--- config.mk ---
export PLATFORM = sky130hd
export DESIGN_NAME = soc_periph_top
export DESIGN_NICKNAME = d
export VERILOG_FILES = /design/src/soc_pkg.sv /design/src/bus_ifs.sv /design/src/dbus_decode.sv /design/src/fetch_arb.sv /design/src/flash_window.sv /design/src/gpio_port.sv /design/src/soc_periph_top.sv /design/src/spi_flash_reader.sv /design/src/uart_tx.sv
export SDC_FILE = /design/constraint.sdc
export NUM_CORES = 1
export LEC_CHECK = 0
export BUFFER_PORTS_ARGS = -buffer_cell sky130_fd_sc_hd__buf_4
export CORE_MARGIN = 10
export CORE_UTILIZATION = 45
export CTS_BUF_LIST = sky130_fd_sc_hd__clkbuf_4
export DETAILED_ROUTE_END_ITERATION = 10
export PLACE_DENSITY = 0.71
export SKIP_LAST_GASP = 1
export SLEW_MARGIN = 20
export SYNTH_ARGS = -nofsm -noshare
export SYNTH_HDL_FRONTEND = slang
export SYNTH_SLANG_ARGS = --single-unit
--- constraint.sdc ---
create_clock -name ck -period 4.35 [get_ports ck]
set_input_delay 0.2175 -clock ck [delete_from_list [all_inputs] [get_ports ck]]
set_output_delay 0.2175 -clock ck [all_outputs]
set_load 0.05 [all_outputs]
--- src/soc_pkg.sv ---
// SoC peripheral definitions
`default_nettype none

package soc_pkg;

    // Bus widths
    typedef logic [31:0] bus_addr_t;
    typedef logic [31:0] bus_data_t;
    typedef logic [3:0]  bus_sel_t;

    // Peripheral payloads
    typedef logic [7:0]  gpio_t;
    typedef logic [7:0]  uart_byte_t;
    typedef logic [23:0] flash_addr_t;

    // Address map, matched against adr[31:24]
    localparam logic [7:0] GPIO_BASE  = 8'h40;
    localparam logic [7:0] UART_BASE  = 8'h60;
    localparam logic [7:0] FLASH_BASE = 8'h70;

    // Clock cycles per UART bit, short for simulation
    localparam int UART_DIVIDE = 8;

    typedef logic [$clog2(UART_DIVIDE)-1:0] baud_cnt_t;

    // Last count of one bit period
    localparam baud_cnt_t UART_BAUD_LAST = baud_cnt_t'(UART_DIVIDE - 1);

    // Serial flash read opcode
    localparam logic [7:0] FLASH_READ_CMD = 8'h03;

endpackage

`default_nettype wire

--- src/bus_ifs.sv ---
// Data and fetch bus interfaces
`timescale 1ns/1ps
`default_nettype none

interface data_bus_if;
    soc_pkg::bus_addr_t adr;
    soc_pkg::bus_data_t dat;
    soc_pkg::bus_sel_t  sel;
    logic               we;
    logic               cyc;
    logic               ack;
    soc_pkg::bus_data_t rdt;

    modport host   (output adr, dat, sel, we, cyc, input  ack, rdt);
    modport device (input  adr, dat, sel, we, cyc, output ack, rdt);
endinterface

// Read-only bus for instruction and flash fetches
interface fetch_bus_if;
    soc_pkg::bus_addr_t adr;
    logic               cyc;
    logic               ack;
    soc_pkg::bus_data_t rdt;

    modport requester (output adr, cyc, input  ack, rdt);
    modport responder (input  adr, cyc, output ack, rdt);
endinterface

`default_nettype wire

--- src/dbus_decode.sv ---
// Data bus address decoder
`timescale 1ns/1ps
`default_nettype none

module dbus_decode (
    input wire logic    ck,
    input wire logic    RESET_LOOP,
    data_bus_if.device  i_host,
    data_bus_if.host    o_gpio_bus,
    data_bus_if.host    o_uart_bus,
    data_bus_if.host    o_flash_bus
);

    logic hit_gpio;
    logic hit_uart;
    logic hit_flash;
    logic unmapped;
    logic unmapped_ack;

    assign hit_gpio  = i_host.adr[31:24] == soc_pkg::GPIO_BASE;
    assign hit_uart  = i_host.adr[31:24] == soc_pkg::UART_BASE;
    assign hit_flash = i_host.adr[31:24] == soc_pkg::FLASH_BASE;
    assign unmapped  = i_host.cyc && !(hit_gpio || hit_uart || hit_flash);

    // Request fields go to every device, cyc only to the selected one
    assign o_gpio_bus.adr  = i_host.adr;
    assign o_gpio_bus.dat  = i_host.dat;
    assign o_gpio_bus.sel  = i_host.sel;
    assign o_gpio_bus.we   = i_host.we;
    assign o_gpio_bus.cyc  = i_host.cyc && hit_gpio;

    assign o_uart_bus.adr  = i_host.adr;
    assign o_uart_bus.dat  = i_host.dat;
    assign o_uart_bus.sel  = i_host.sel;
    assign o_uart_bus.we   = i_host.we;
    assign o_uart_bus.cyc  = i_host.cyc && hit_uart;

    assign o_flash_bus.adr = i_host.adr;
    assign o_flash_bus.dat = i_host.dat;
    assign o_flash_bus.sel = i_host.sel;
    assign o_flash_bus.we  = i_host.we;
    assign o_flash_bus.cyc = i_host.cyc && hit_flash;

    // Nobody answers here, so close the cycle with zero data
    always_ff @(posedge ck) begin
        if (RESET_LOOP) begin
            unmapped_ack <= 1'b0;
        end else begin
            unmapped_ack <= unmapped && !unmapped_ack;
        end
    end

    // Idle devices return zero, so an OR merges the replies
    assign i_host.rdt = o_gpio_bus.rdt | o_uart_bus.rdt | o_flash_bus.rdt;
    assign i_host.ack = o_gpio_bus.ack | o_uart_bus.ack | o_flash_bus.ack | unmapped_ack;

endmodule

`default_nettype wire

--- src/fetch_arb.sv ---
// Fetch bus priority arbiter
`timescale 1ns/1ps
`default_nettype none

module fetch_arb (
    input wire logic       ck,
    input wire logic       RESET_LOOP,
    fetch_bus_if.responder i_high,
    fetch_bus_if.responder i_low,
    fetch_bus_if.requester o_shared
);

    typedef enum logic [1:0] {
        A_IDLE,
        A_HIGH,
        A_LOW
    } arb_state_t;

    arb_state_t state;
    logic       sel_high;
    logic       sel_low;

    always_ff @(posedge ck) begin
        if (RESET_LOOP) begin
            state <= A_IDLE;
        end else begin
            unique case (state)
                A_IDLE: begin
                    // External ibus wins a tie
                    if (i_high.cyc) begin
                        state <= A_HIGH;
                    end else if (i_low.cyc) begin
                        state <= A_LOW;
                    end
                end
                A_HIGH, A_LOW: begin
                    if (o_shared.ack) begin
                        state <= A_IDLE;
                    end
                end
                default: state <= A_IDLE;
            endcase
        end
    end

    assign sel_high = state == A_HIGH;
    assign sel_low  = state == A_LOW;

    assign o_shared.cyc = (sel_high && i_high.cyc) || (sel_low && i_low.cyc);
    assign o_shared.adr = sel_high ? i_high.adr : i_low.adr;

    assign i_high.ack = sel_high && o_shared.ack;
    assign i_low.ack  = sel_low && o_shared.ack;
    assign i_high.rdt = i_high.ack ? o_shared.rdt : '0;
    assign i_low.rdt  = i_low.ack ? o_shared.rdt : '0;

endmodule

`default_nettype wire

--- src/flash_window.sv ---
// Flash read window on the data bus
`timescale 1ns/1ps
`default_nettype none

module flash_window (
    input wire logic      ck,
    input wire logic      RESET_LOOP,
    data_bus_if.device    i_bus,
    fetch_bus_if.requester o_fetch
);

    logic                 req_q;
    logic                 ack_q;
    soc_pkg::flash_addr_t fetch_adr;
    soc_pkg::bus_data_t   rdt_q;
    logic                 start_read;

    assign start_read = i_bus.cyc && !i_bus.we && !req_q && !ack_q;

    always_ff @(posedge ck) begin
        if (RESET_LOOP) begin
            req_q <= 1'b0;
            ack_q <= 1'b0;
        end else begin
            // Writes are accepted and dropped
            ack_q <= (i_bus.cyc && i_bus.we && !req_q && !ack_q) ||
                     (req_q && o_fetch.ack);
            if (start_read) begin
                req_q <= 1'b1;
            end else if (o_fetch.ack) begin
                req_q <= 1'b0;
            end
        end
    end

    always_ff @(posedge ck) begin
        if (start_read) begin
            fetch_adr <= soc_pkg::flash_addr_t'(i_bus.adr);
        end
        if (req_q && o_fetch.ack) begin
            rdt_q <= o_fetch.rdt;
        end
    end

    assign o_fetch.cyc = req_q;
    assign o_fetch.adr = soc_pkg::bus_addr_t'(fetch_adr);
    assign i_bus.ack   = ack_q;
    assign i_bus.rdt   = ack_q ? rdt_q : '0;

endmodule

`default_nettype wire

--- src/gpio_port.sv ---
// GPIO output register
`timescale 1ns/1ps
`default_nettype none

module gpio_port (
    input  wire logic          ck,
    input  wire logic          RESET_LOOP,
    data_bus_if.device         i_bus,
    output soc_pkg::gpio_t     o_gpio
);

    soc_pkg::gpio_t gpio_q;
    logic           ack_q;

    always_ff @(posedge ck) begin
        if (RESET_LOOP) begin
            gpio_q <= '0;
            ack_q  <= 1'b0;
        end else begin
            ack_q <= i_bus.cyc && !ack_q;
            // Only byte lane 0 is backed by storage
            if (i_bus.cyc && !ack_q && i_bus.we && i_bus.sel[0]) begin
                gpio_q <= i_bus.dat[7:0];
            end
        end
    end

    assign i_bus.ack = ack_q;
    assign i_bus.rdt = ack_q ? {24'b0, gpio_q} : '0;
    assign o_gpio    = gpio_q;

endmodule

`default_nettype wire

--- src/soc_periph_top.sv ---
// SoC peripheral fabric top
`timescale 1ns/1ps
`default_nettype none

module soc_periph_top (
    input  wire logic               ck,
    input  wire logic               RESET_LOOP,
    // Data bus
    input  wire soc_pkg::bus_addr_t i_dbus_adr,
    input  wire soc_pkg::bus_data_t i_dbus_dat,
    input  wire soc_pkg::bus_sel_t  i_dbus_sel,
    input  wire logic               i_dbus_we,
    input  wire logic               i_dbus_cyc,
    output soc_pkg::bus_data_t      o_dbus_rdt,
    output logic                    o_dbus_ack,
    // Instruction fetch bus
    input  wire soc_pkg::bus_addr_t i_ibus_adr,
    input  wire logic               i_ibus_cyc,
    output soc_pkg::bus_data_t      o_ibus_rdt,
    output logic                    o_ibus_ack,
    // Device pins
    output soc_pkg::gpio_t          o_gpio,
    output logic                    o_uart_tx,
    output logic                    o_flash_sck,
    output logic                    o_flash_cs_n,
    output logic                    o_flash_mosi,
    input  wire logic               i_flash_miso
);

    data_bus_if  host_bus ();
    data_bus_if  gpio_bus ();
    data_bus_if  uart_bus ();
    data_bus_if  flash_bus ();
    fetch_bus_if ibus_bus ();
    fetch_bus_if win_fetch ();
    fetch_bus_if spi_fetch ();

    assign host_bus.adr = i_dbus_adr;
    assign host_bus.dat = i_dbus_dat;
    assign host_bus.sel = i_dbus_sel;
    assign host_bus.we  = i_dbus_we;
    assign host_bus.cyc = i_dbus_cyc;
    assign o_dbus_rdt   = host_bus.rdt;
    assign o_dbus_ack   = host_bus.ack;

    assign ibus_bus.adr = i_ibus_adr;
    assign ibus_bus.cyc = i_ibus_cyc;
    assign o_ibus_rdt   = ibus_bus.rdt;
    assign o_ibus_ack   = ibus_bus.ack;

    dbus_decode u_decode (.ck(ck), .RESET_LOOP(RESET_LOOP), .i_host(host_bus),
        .o_gpio_bus(gpio_bus), .o_uart_bus(uart_bus), .o_flash_bus(flash_bus));

    gpio_port u_gpio (.ck(ck), .RESET_LOOP(RESET_LOOP), .i_bus(gpio_bus), .o_gpio(o_gpio));

    uart_tx u_uart (.ck(ck), .RESET_LOOP(RESET_LOOP), .i_bus(uart_bus), .o_tx(o_uart_tx));

    flash_window u_window (.ck(ck), .RESET_LOOP(RESET_LOOP), .i_bus(flash_bus),
        .o_fetch(win_fetch));

    // CPU fetches take priority over data reads of the flash
    fetch_arb u_arb (.ck(ck), .RESET_LOOP(RESET_LOOP), .i_high(ibus_bus),
        .i_low(win_fetch), .o_shared(spi_fetch));

    spi_flash_reader u_reader (
        .ck         (ck),
        .RESET_LOOP (RESET_LOOP),
        .i_fetch    (spi_fetch),
        .o_sck      (o_flash_sck),
        .o_cs_n     (o_flash_cs_n),
        .o_mosi     (o_flash_mosi),
        .i_miso     (i_flash_miso)
    );

endmodule

`default_nettype wire

--- src/spi_flash_reader.sv ---
// SPI flash word reader
`timescale 1ns/1ps
`default_nettype none

module spi_flash_reader (
    input  wire logic      ck,
    input  wire logic      RESET_LOOP,
    fetch_bus_if.responder i_fetch,
    output logic           o_sck,
    output logic           o_cs_n,
    output logic           o_mosi,
    input  wire logic      i_miso
);

    typedef enum logic [2:0] {
        F_IDLE,
        F_CMD,
        F_ADDR,
        F_DATA,
        F_DONE
    } flash_state_t;

    flash_state_t       state;
    logic               sck_q;
    logic [5:0]         bit_cnt;
    logic [31:0]        tx_sr;
    soc_pkg::bus_data_t rx_sr;
    logic               active;
    logic               sck_fall;

    assign active   = state inside {F_CMD, F_ADDR, F_DATA};
    // Falling SCK edge ends each bit
    assign sck_fall = active && sck_q;

    always_ff @(posedge ck) begin
        if (RESET_LOOP) begin
            state   <= F_IDLE;
            sck_q   <= 1'b0;
            bit_cnt <= '0;
        end else begin
            sck_q <= active ? !sck_q : 1'b0;
            if (sck_fall) begin
                bit_cnt <= bit_cnt + 1'b1;
            end
            unique case (state)
                F_IDLE: begin
                    if (i_fetch.cyc) begin
                        state   <= F_CMD;
                        bit_cnt <= '0;
                    end
                end
                F_CMD: begin
                    if (sck_fall && bit_cnt == 6'd7) begin
                        state <= F_ADDR;
                    end
                end
                F_ADDR: begin
                    if (sck_fall && bit_cnt == 6'd31) begin
                        state <= F_DATA;
                    end
                end
                F_DATA: begin
                    if (sck_fall && bit_cnt == 6'd63) begin
                        state <= F_DONE;
                    end
                end
                F_DONE: state <= F_IDLE;
                default: state <= F_IDLE;
            endcase
        end
    end

    // Command and address shift out MSB first
    always_ff @(posedge ck) begin
        if (state == F_IDLE && i_fetch.cyc) begin
            tx_sr <= {soc_pkg::FLASH_READ_CMD, soc_pkg::flash_addr_t'(i_fetch.adr)};
        end else if (sck_fall) begin
            tx_sr <= {tx_sr[30:0], 1'b0};
        end
    end

    // Sample MISO as SCK rises, first byte ends up in bits 31 to 24
    always_ff @(posedge ck) begin
        if (state == F_DATA && !sck_q) begin
            rx_sr <= {rx_sr[30:0], i_miso};
        end
    end

    assign o_sck  = sck_q;
    assign o_cs_n = !active;
    assign o_mosi = tx_sr[31];

    assign i_fetch.ack = state == F_DONE;
    assign i_fetch.rdt = i_fetch.ack ? rx_sr : '0;

endmodule

`default_nettype wire

--- src/uart_tx.sv ---
// UART transmitter
`timescale 1ns/1ps
`default_nettype none

module uart_tx (
    input  wire logic  ck,
    input  wire logic  RESET_LOOP,
    data_bus_if.device i_bus,
    output logic       o_tx
);

    typedef enum logic [1:0] {
        S_IDLE,
        S_START,
        S_DATA,
        S_STOP
    } state_t;

    state_t              state;
    soc_pkg::baud_cnt_t  baud_cnt;
    logic [2:0]          bit_cnt;
    soc_pkg::uart_byte_t shift_q;
    logic                ack_q;
    logic                busy;
    logic                baud_tick;

    assign busy      = state != S_IDLE;
    assign baud_tick = baud_cnt == soc_pkg::UART_BAUD_LAST;

    // Reads always complete, writes wait for the line to go idle
    always_ff @(posedge ck) begin
        if (RESET_LOOP) begin
            ack_q <= 1'b0;
        end else begin
            ack_q <= i_bus.cyc && !ack_q && (!i_bus.we || !busy);
        end
    end

    always_ff @(posedge ck) begin
        if (RESET_LOOP) begin
            state    <= S_IDLE;
            baud_cnt <= '0;
            bit_cnt  <= '0;
        end else begin
            if (!busy || baud_tick) begin
                baud_cnt <= '0;
            end else begin
                baud_cnt <= baud_cnt + 1'b1;
            end
            unique case (state)
                S_IDLE: begin
                    // Frame begins the cycle after the write is acked
                    if (ack_q && i_bus.we) begin
                        state <= S_START;
                    end
                end
                S_START: begin
                    if (baud_tick) begin
                        state   <= S_DATA;
                        bit_cnt <= '0;
                    end
                end
                S_DATA: begin
                    if (baud_tick) begin
                        bit_cnt <= bit_cnt + 1'b1;
                        if (bit_cnt == 3'd7) begin
                            state <= S_STOP;
                        end
                    end
                end
                S_STOP: begin
                    if (baud_tick) begin
                        state <= S_IDLE;
                    end
                end
            endcase
        end
    end

    // Payload shifter, LSB goes out first
    always_ff @(posedge ck) begin
        if (state == S_IDLE && ack_q && i_bus.we) begin
            shift_q <= i_bus.dat[7:0];
        end else if (state == S_DATA && baud_tick) begin
            shift_q <= {1'b0, shift_q[7:1]};
        end
    end

    assign o_tx = (state == S_START) ? 1'b0 :
                  (state == S_DATA)  ? shift_q[0] : 1'b1;

    assign i_bus.ack = ack_q;
    assign i_bus.rdt = ack_q ? {31'b0, busy} : '0;

endmodule

`default_nettype wire

==> impl_metrics.tcl <==
set metrics [dict create \
    status "complete, no violations" \
    ys_ff_latch 161 \
    cellPowerDensity_mw_per_mm2 312.4 \
    cts_tree "built" \
    grt_antenna_before_repair 0 \
    final_cell_mix "154 x buf_4, 120 x edfxtp_1, 91 x and2_1, 51 x dlygate4sd3_1, 50 x nor2_1" \
    clock_latency_ps 550 \
    fp.dieH_um 143.2 \
    grt_max_degree 59 \
    via_per_inst 5.056 \
    core_mm2 0.01470 \
    ys_seq_area_share_pct 64.76 \
    gr-max-usage-layer "met2" \
    wl_um 15530 \
    grt_pass1_wl_um 24810 \
    cts_root_buf "clkbuf_4" \
    rrSetupSlack_ps 1650 \
    rr_worst_depth 7 \
    min_from "i_ibus_adr[5]" \
    finClkSkew_ps 27.42 \
    clock_sinks 161 \
    critical_path_arrival_ps 2840 \
    grt_pass1_vias 4827 \
    cp_slowest_stage_delay_ps 880 \
    critPathSlowestCell "and3_1" \
    final_util_pct 60.32 \
    drt-pass1-iter-count 5 \
    area.growth.synth_to_final_pct 29.78 \
    io_pins 184 \
    grt_util_met2_pct 25.26 \
    crit_path_end_kind "output port" \
    cp_data_required_time_ps 4130 \
    setup_slack_ps 1296 \
    initial_core_util_pct 46.48 \
    gp_congestion 0.8867 \
    hold_path_class "in2reg" \
    finalNetCount 857 \
    final_common_cell "buf_4" \
    synth_top_area_share_pct 52.75 \
    grt_setup_unrepaired "false" \
    cts_htree_levels 4 \
    worst_pin_slew_ps 1007 \
    p_leak_nw 3.423 \
    synthCells 545 \
    clk_pin_slew_ps 130 \
    post_cts_resized 0 \
    finalSetupViolations 0 \
    drc 0 \
    yosys.area.top_type "edfxtp_1" \
    dpl.hpwl_um 10590 \
    instances_no_fill 935 \
    ir_drop_v 0.0002347 \
    synth_area_leaders "edfxtp_1 53%, dfxtp_1 12%, and2_1 8.3%, mux2i_1 5.0%, nor2_1 2.8%" \
    r2r-start "u_arb.state[1]" \
    critical_path_class "reg2out" \
    finalSetupTns_ps 0 \
    vias 4727 \
    gr-total-overflow 0 \
    worstPathMaxFanout 33 \
    num_antenna_cells 0 \
    synth_nets 663 \
    dp_cells 853 \
    max_freq_mhz 327.5 \
    hold_end "u_reader.tx_sr[5]" \
    fin_crit_ps 3054 \
    yosysWarnings 0 \
    wl_per_cell_um 16.60 \
    cts_buffers 17 \
    max_slew_margin_pct 32.71 \
    hold_ws_ps 56.92 \
    post-place-ws_ps 1636 \
    cp_common_cell "buf_4" \
    hold_viol_final 0 \
    rows 44 \
    drt-initial-drc-count 173 \
    max-cap-violations 0 \
    dpl-instance-area_mm2 0.008099 \
    finalMaxSlewViolations 0 \
    syn_area_mm2 0.006832 \
    syn_area_per_cell_um2 12.53 \
    reg2reg_to "u_reader.tx_sr[15]" \
    power.total_mw 2.770 \
    die-area_mm2 0.02051 \
    min_path_cells 3 \
    gr-usage-met1_pct 18.35 \
    path_cells "inv_1, ha_1, buf_4, and3_1, and2_1, buf_4" \
    critPathLaunchType "register" \
    ant_nets 0 \
    die_w_um 143.2 \
    cts_buffer_depth 2 \
    synth_cell_type_count 48 \
    postCtsSetupRepairBufs 0 \
    fin_area_mm2 0.008866 \
    drive_above_1_share_pct 27.16 \
    use_met3_pct 5.274 \
    period_share_pct 70.20 \
    io_buffers 148 \
    track_usage_pct 15.32 \
    hold_buffers 51 \
]
[area by class of cell]
type	instances	area [µm²]
fill	1158	5833
sequential	161	4424
multi-input combinational	343	2247
timing repair buffer	205	1667
tap	184	230.2
clock inverter	14	128.9
clock buffer	17	127.6
inverter	11	41.29
[Yosys cell counts, drive strengths merged]
library cell / n
edfxtp: 120
a211oi: 1
or2: 1
xor2: 4
dfxtp: 41
nor4b: 2
and4: 1
a21bo: 1
or4: 1
o21ai: 5
nand2b: 3
and2: 91
nand3: 3
a22oi: 2
mux2i: 34
buf: 15
mux2: 7
o41ai: 1
inv: 11
o22ai: 1
clkbuf: 15
nand4: 8
nand3b: 2
a22o: 7
nor4: 3
a21oi: 37
a221oi: 1
and3: 3
nor3b: 2
xnor2: 1
or4b: 1
nor3: 16
nor2: 54
ha: 12
nand4b: 1
a31oi: 2
a32oi: 1
nand2: 34
[metal layers]
metal,vias up,routed length [µm],part of all wire (%)
li1,2328,-,-
met1,2263,6592,42
met2,117,7830,50
met3,19,890,5.7
met4,0,211,1.4
met5,-,0,0
[sequential cells by signal, summed over array words and instances (netlist names)]
register / cells
u_reader.rx_sr: 32
u_reader.tx_sr: 32
u_window.rdt_q: 32
u_window.fetch_adr: 24
u_gpio.o_gpio: 8
u_uart.shift_q: 8
u_reader.bit_cnt: 6
u_reader.state: 3
u_uart.baud_cnt: 3
u_uart.bit_cnt: 3
u_arb.state: 2
u_uart.state: 2
u_decode.unmapped_ack: 1
u_gpio.i_bus.ack: 1
u_reader.o_sck: 1
u_uart.i_bus.ack: 1
u_window.i_bus.ack: 1
u_window.o_fetch.cyc: 1
[worst max-delay path: cells and delay by family, from the launching register on]
family / cells / cell delay [ps]
flops: 1 / 350
buf+inv: 3 / 660
simple gates: 2 / 1160
fa+ha+maj: 1 / 130
[worst max path at each step]
stage | start | to
CTS | u_arb.state[1] | o_ibus_rdt[31]
detailed placement | u_arb.state[1] | u_reader.tx_sr[11]
floorplan | u_reader.state[2] | u_reader.rx_sr[0]
global route | u_arb.state[1] | o_ibus_rdt[31]
finish | u_arb.state[1] | o_ibus_rdt[31]
global placement | u_arb.state[1] | u_reader.tx_sr[11]
[power breakdown]
| part | total [mW] | switching, mW | internal [mW] |
|---|---|---|---|
| logic | 0.259 | 0.131 | 0.129 |
| registers | 1.68 | 0.0135 | 1.66 |
| clock network | 0.834 | 0.546 | 0.288 |
[logic make-up after synthesis]
family | after synthesis | synth area share, %
AND/OR/NAND/NOR | 226 | 18.48
AO/OA/AOI/OAI | 59 | 5.183
flip-flops | 161 | 64.76
adder cells (fa/ha/maj) | 12 | 2.198
buffers and inverters | 41 | 2.601
multiplexers | 41 | 6.136
XOR/XNOR | 5 | 0.6410
Power figures use the tool's default switching activity.
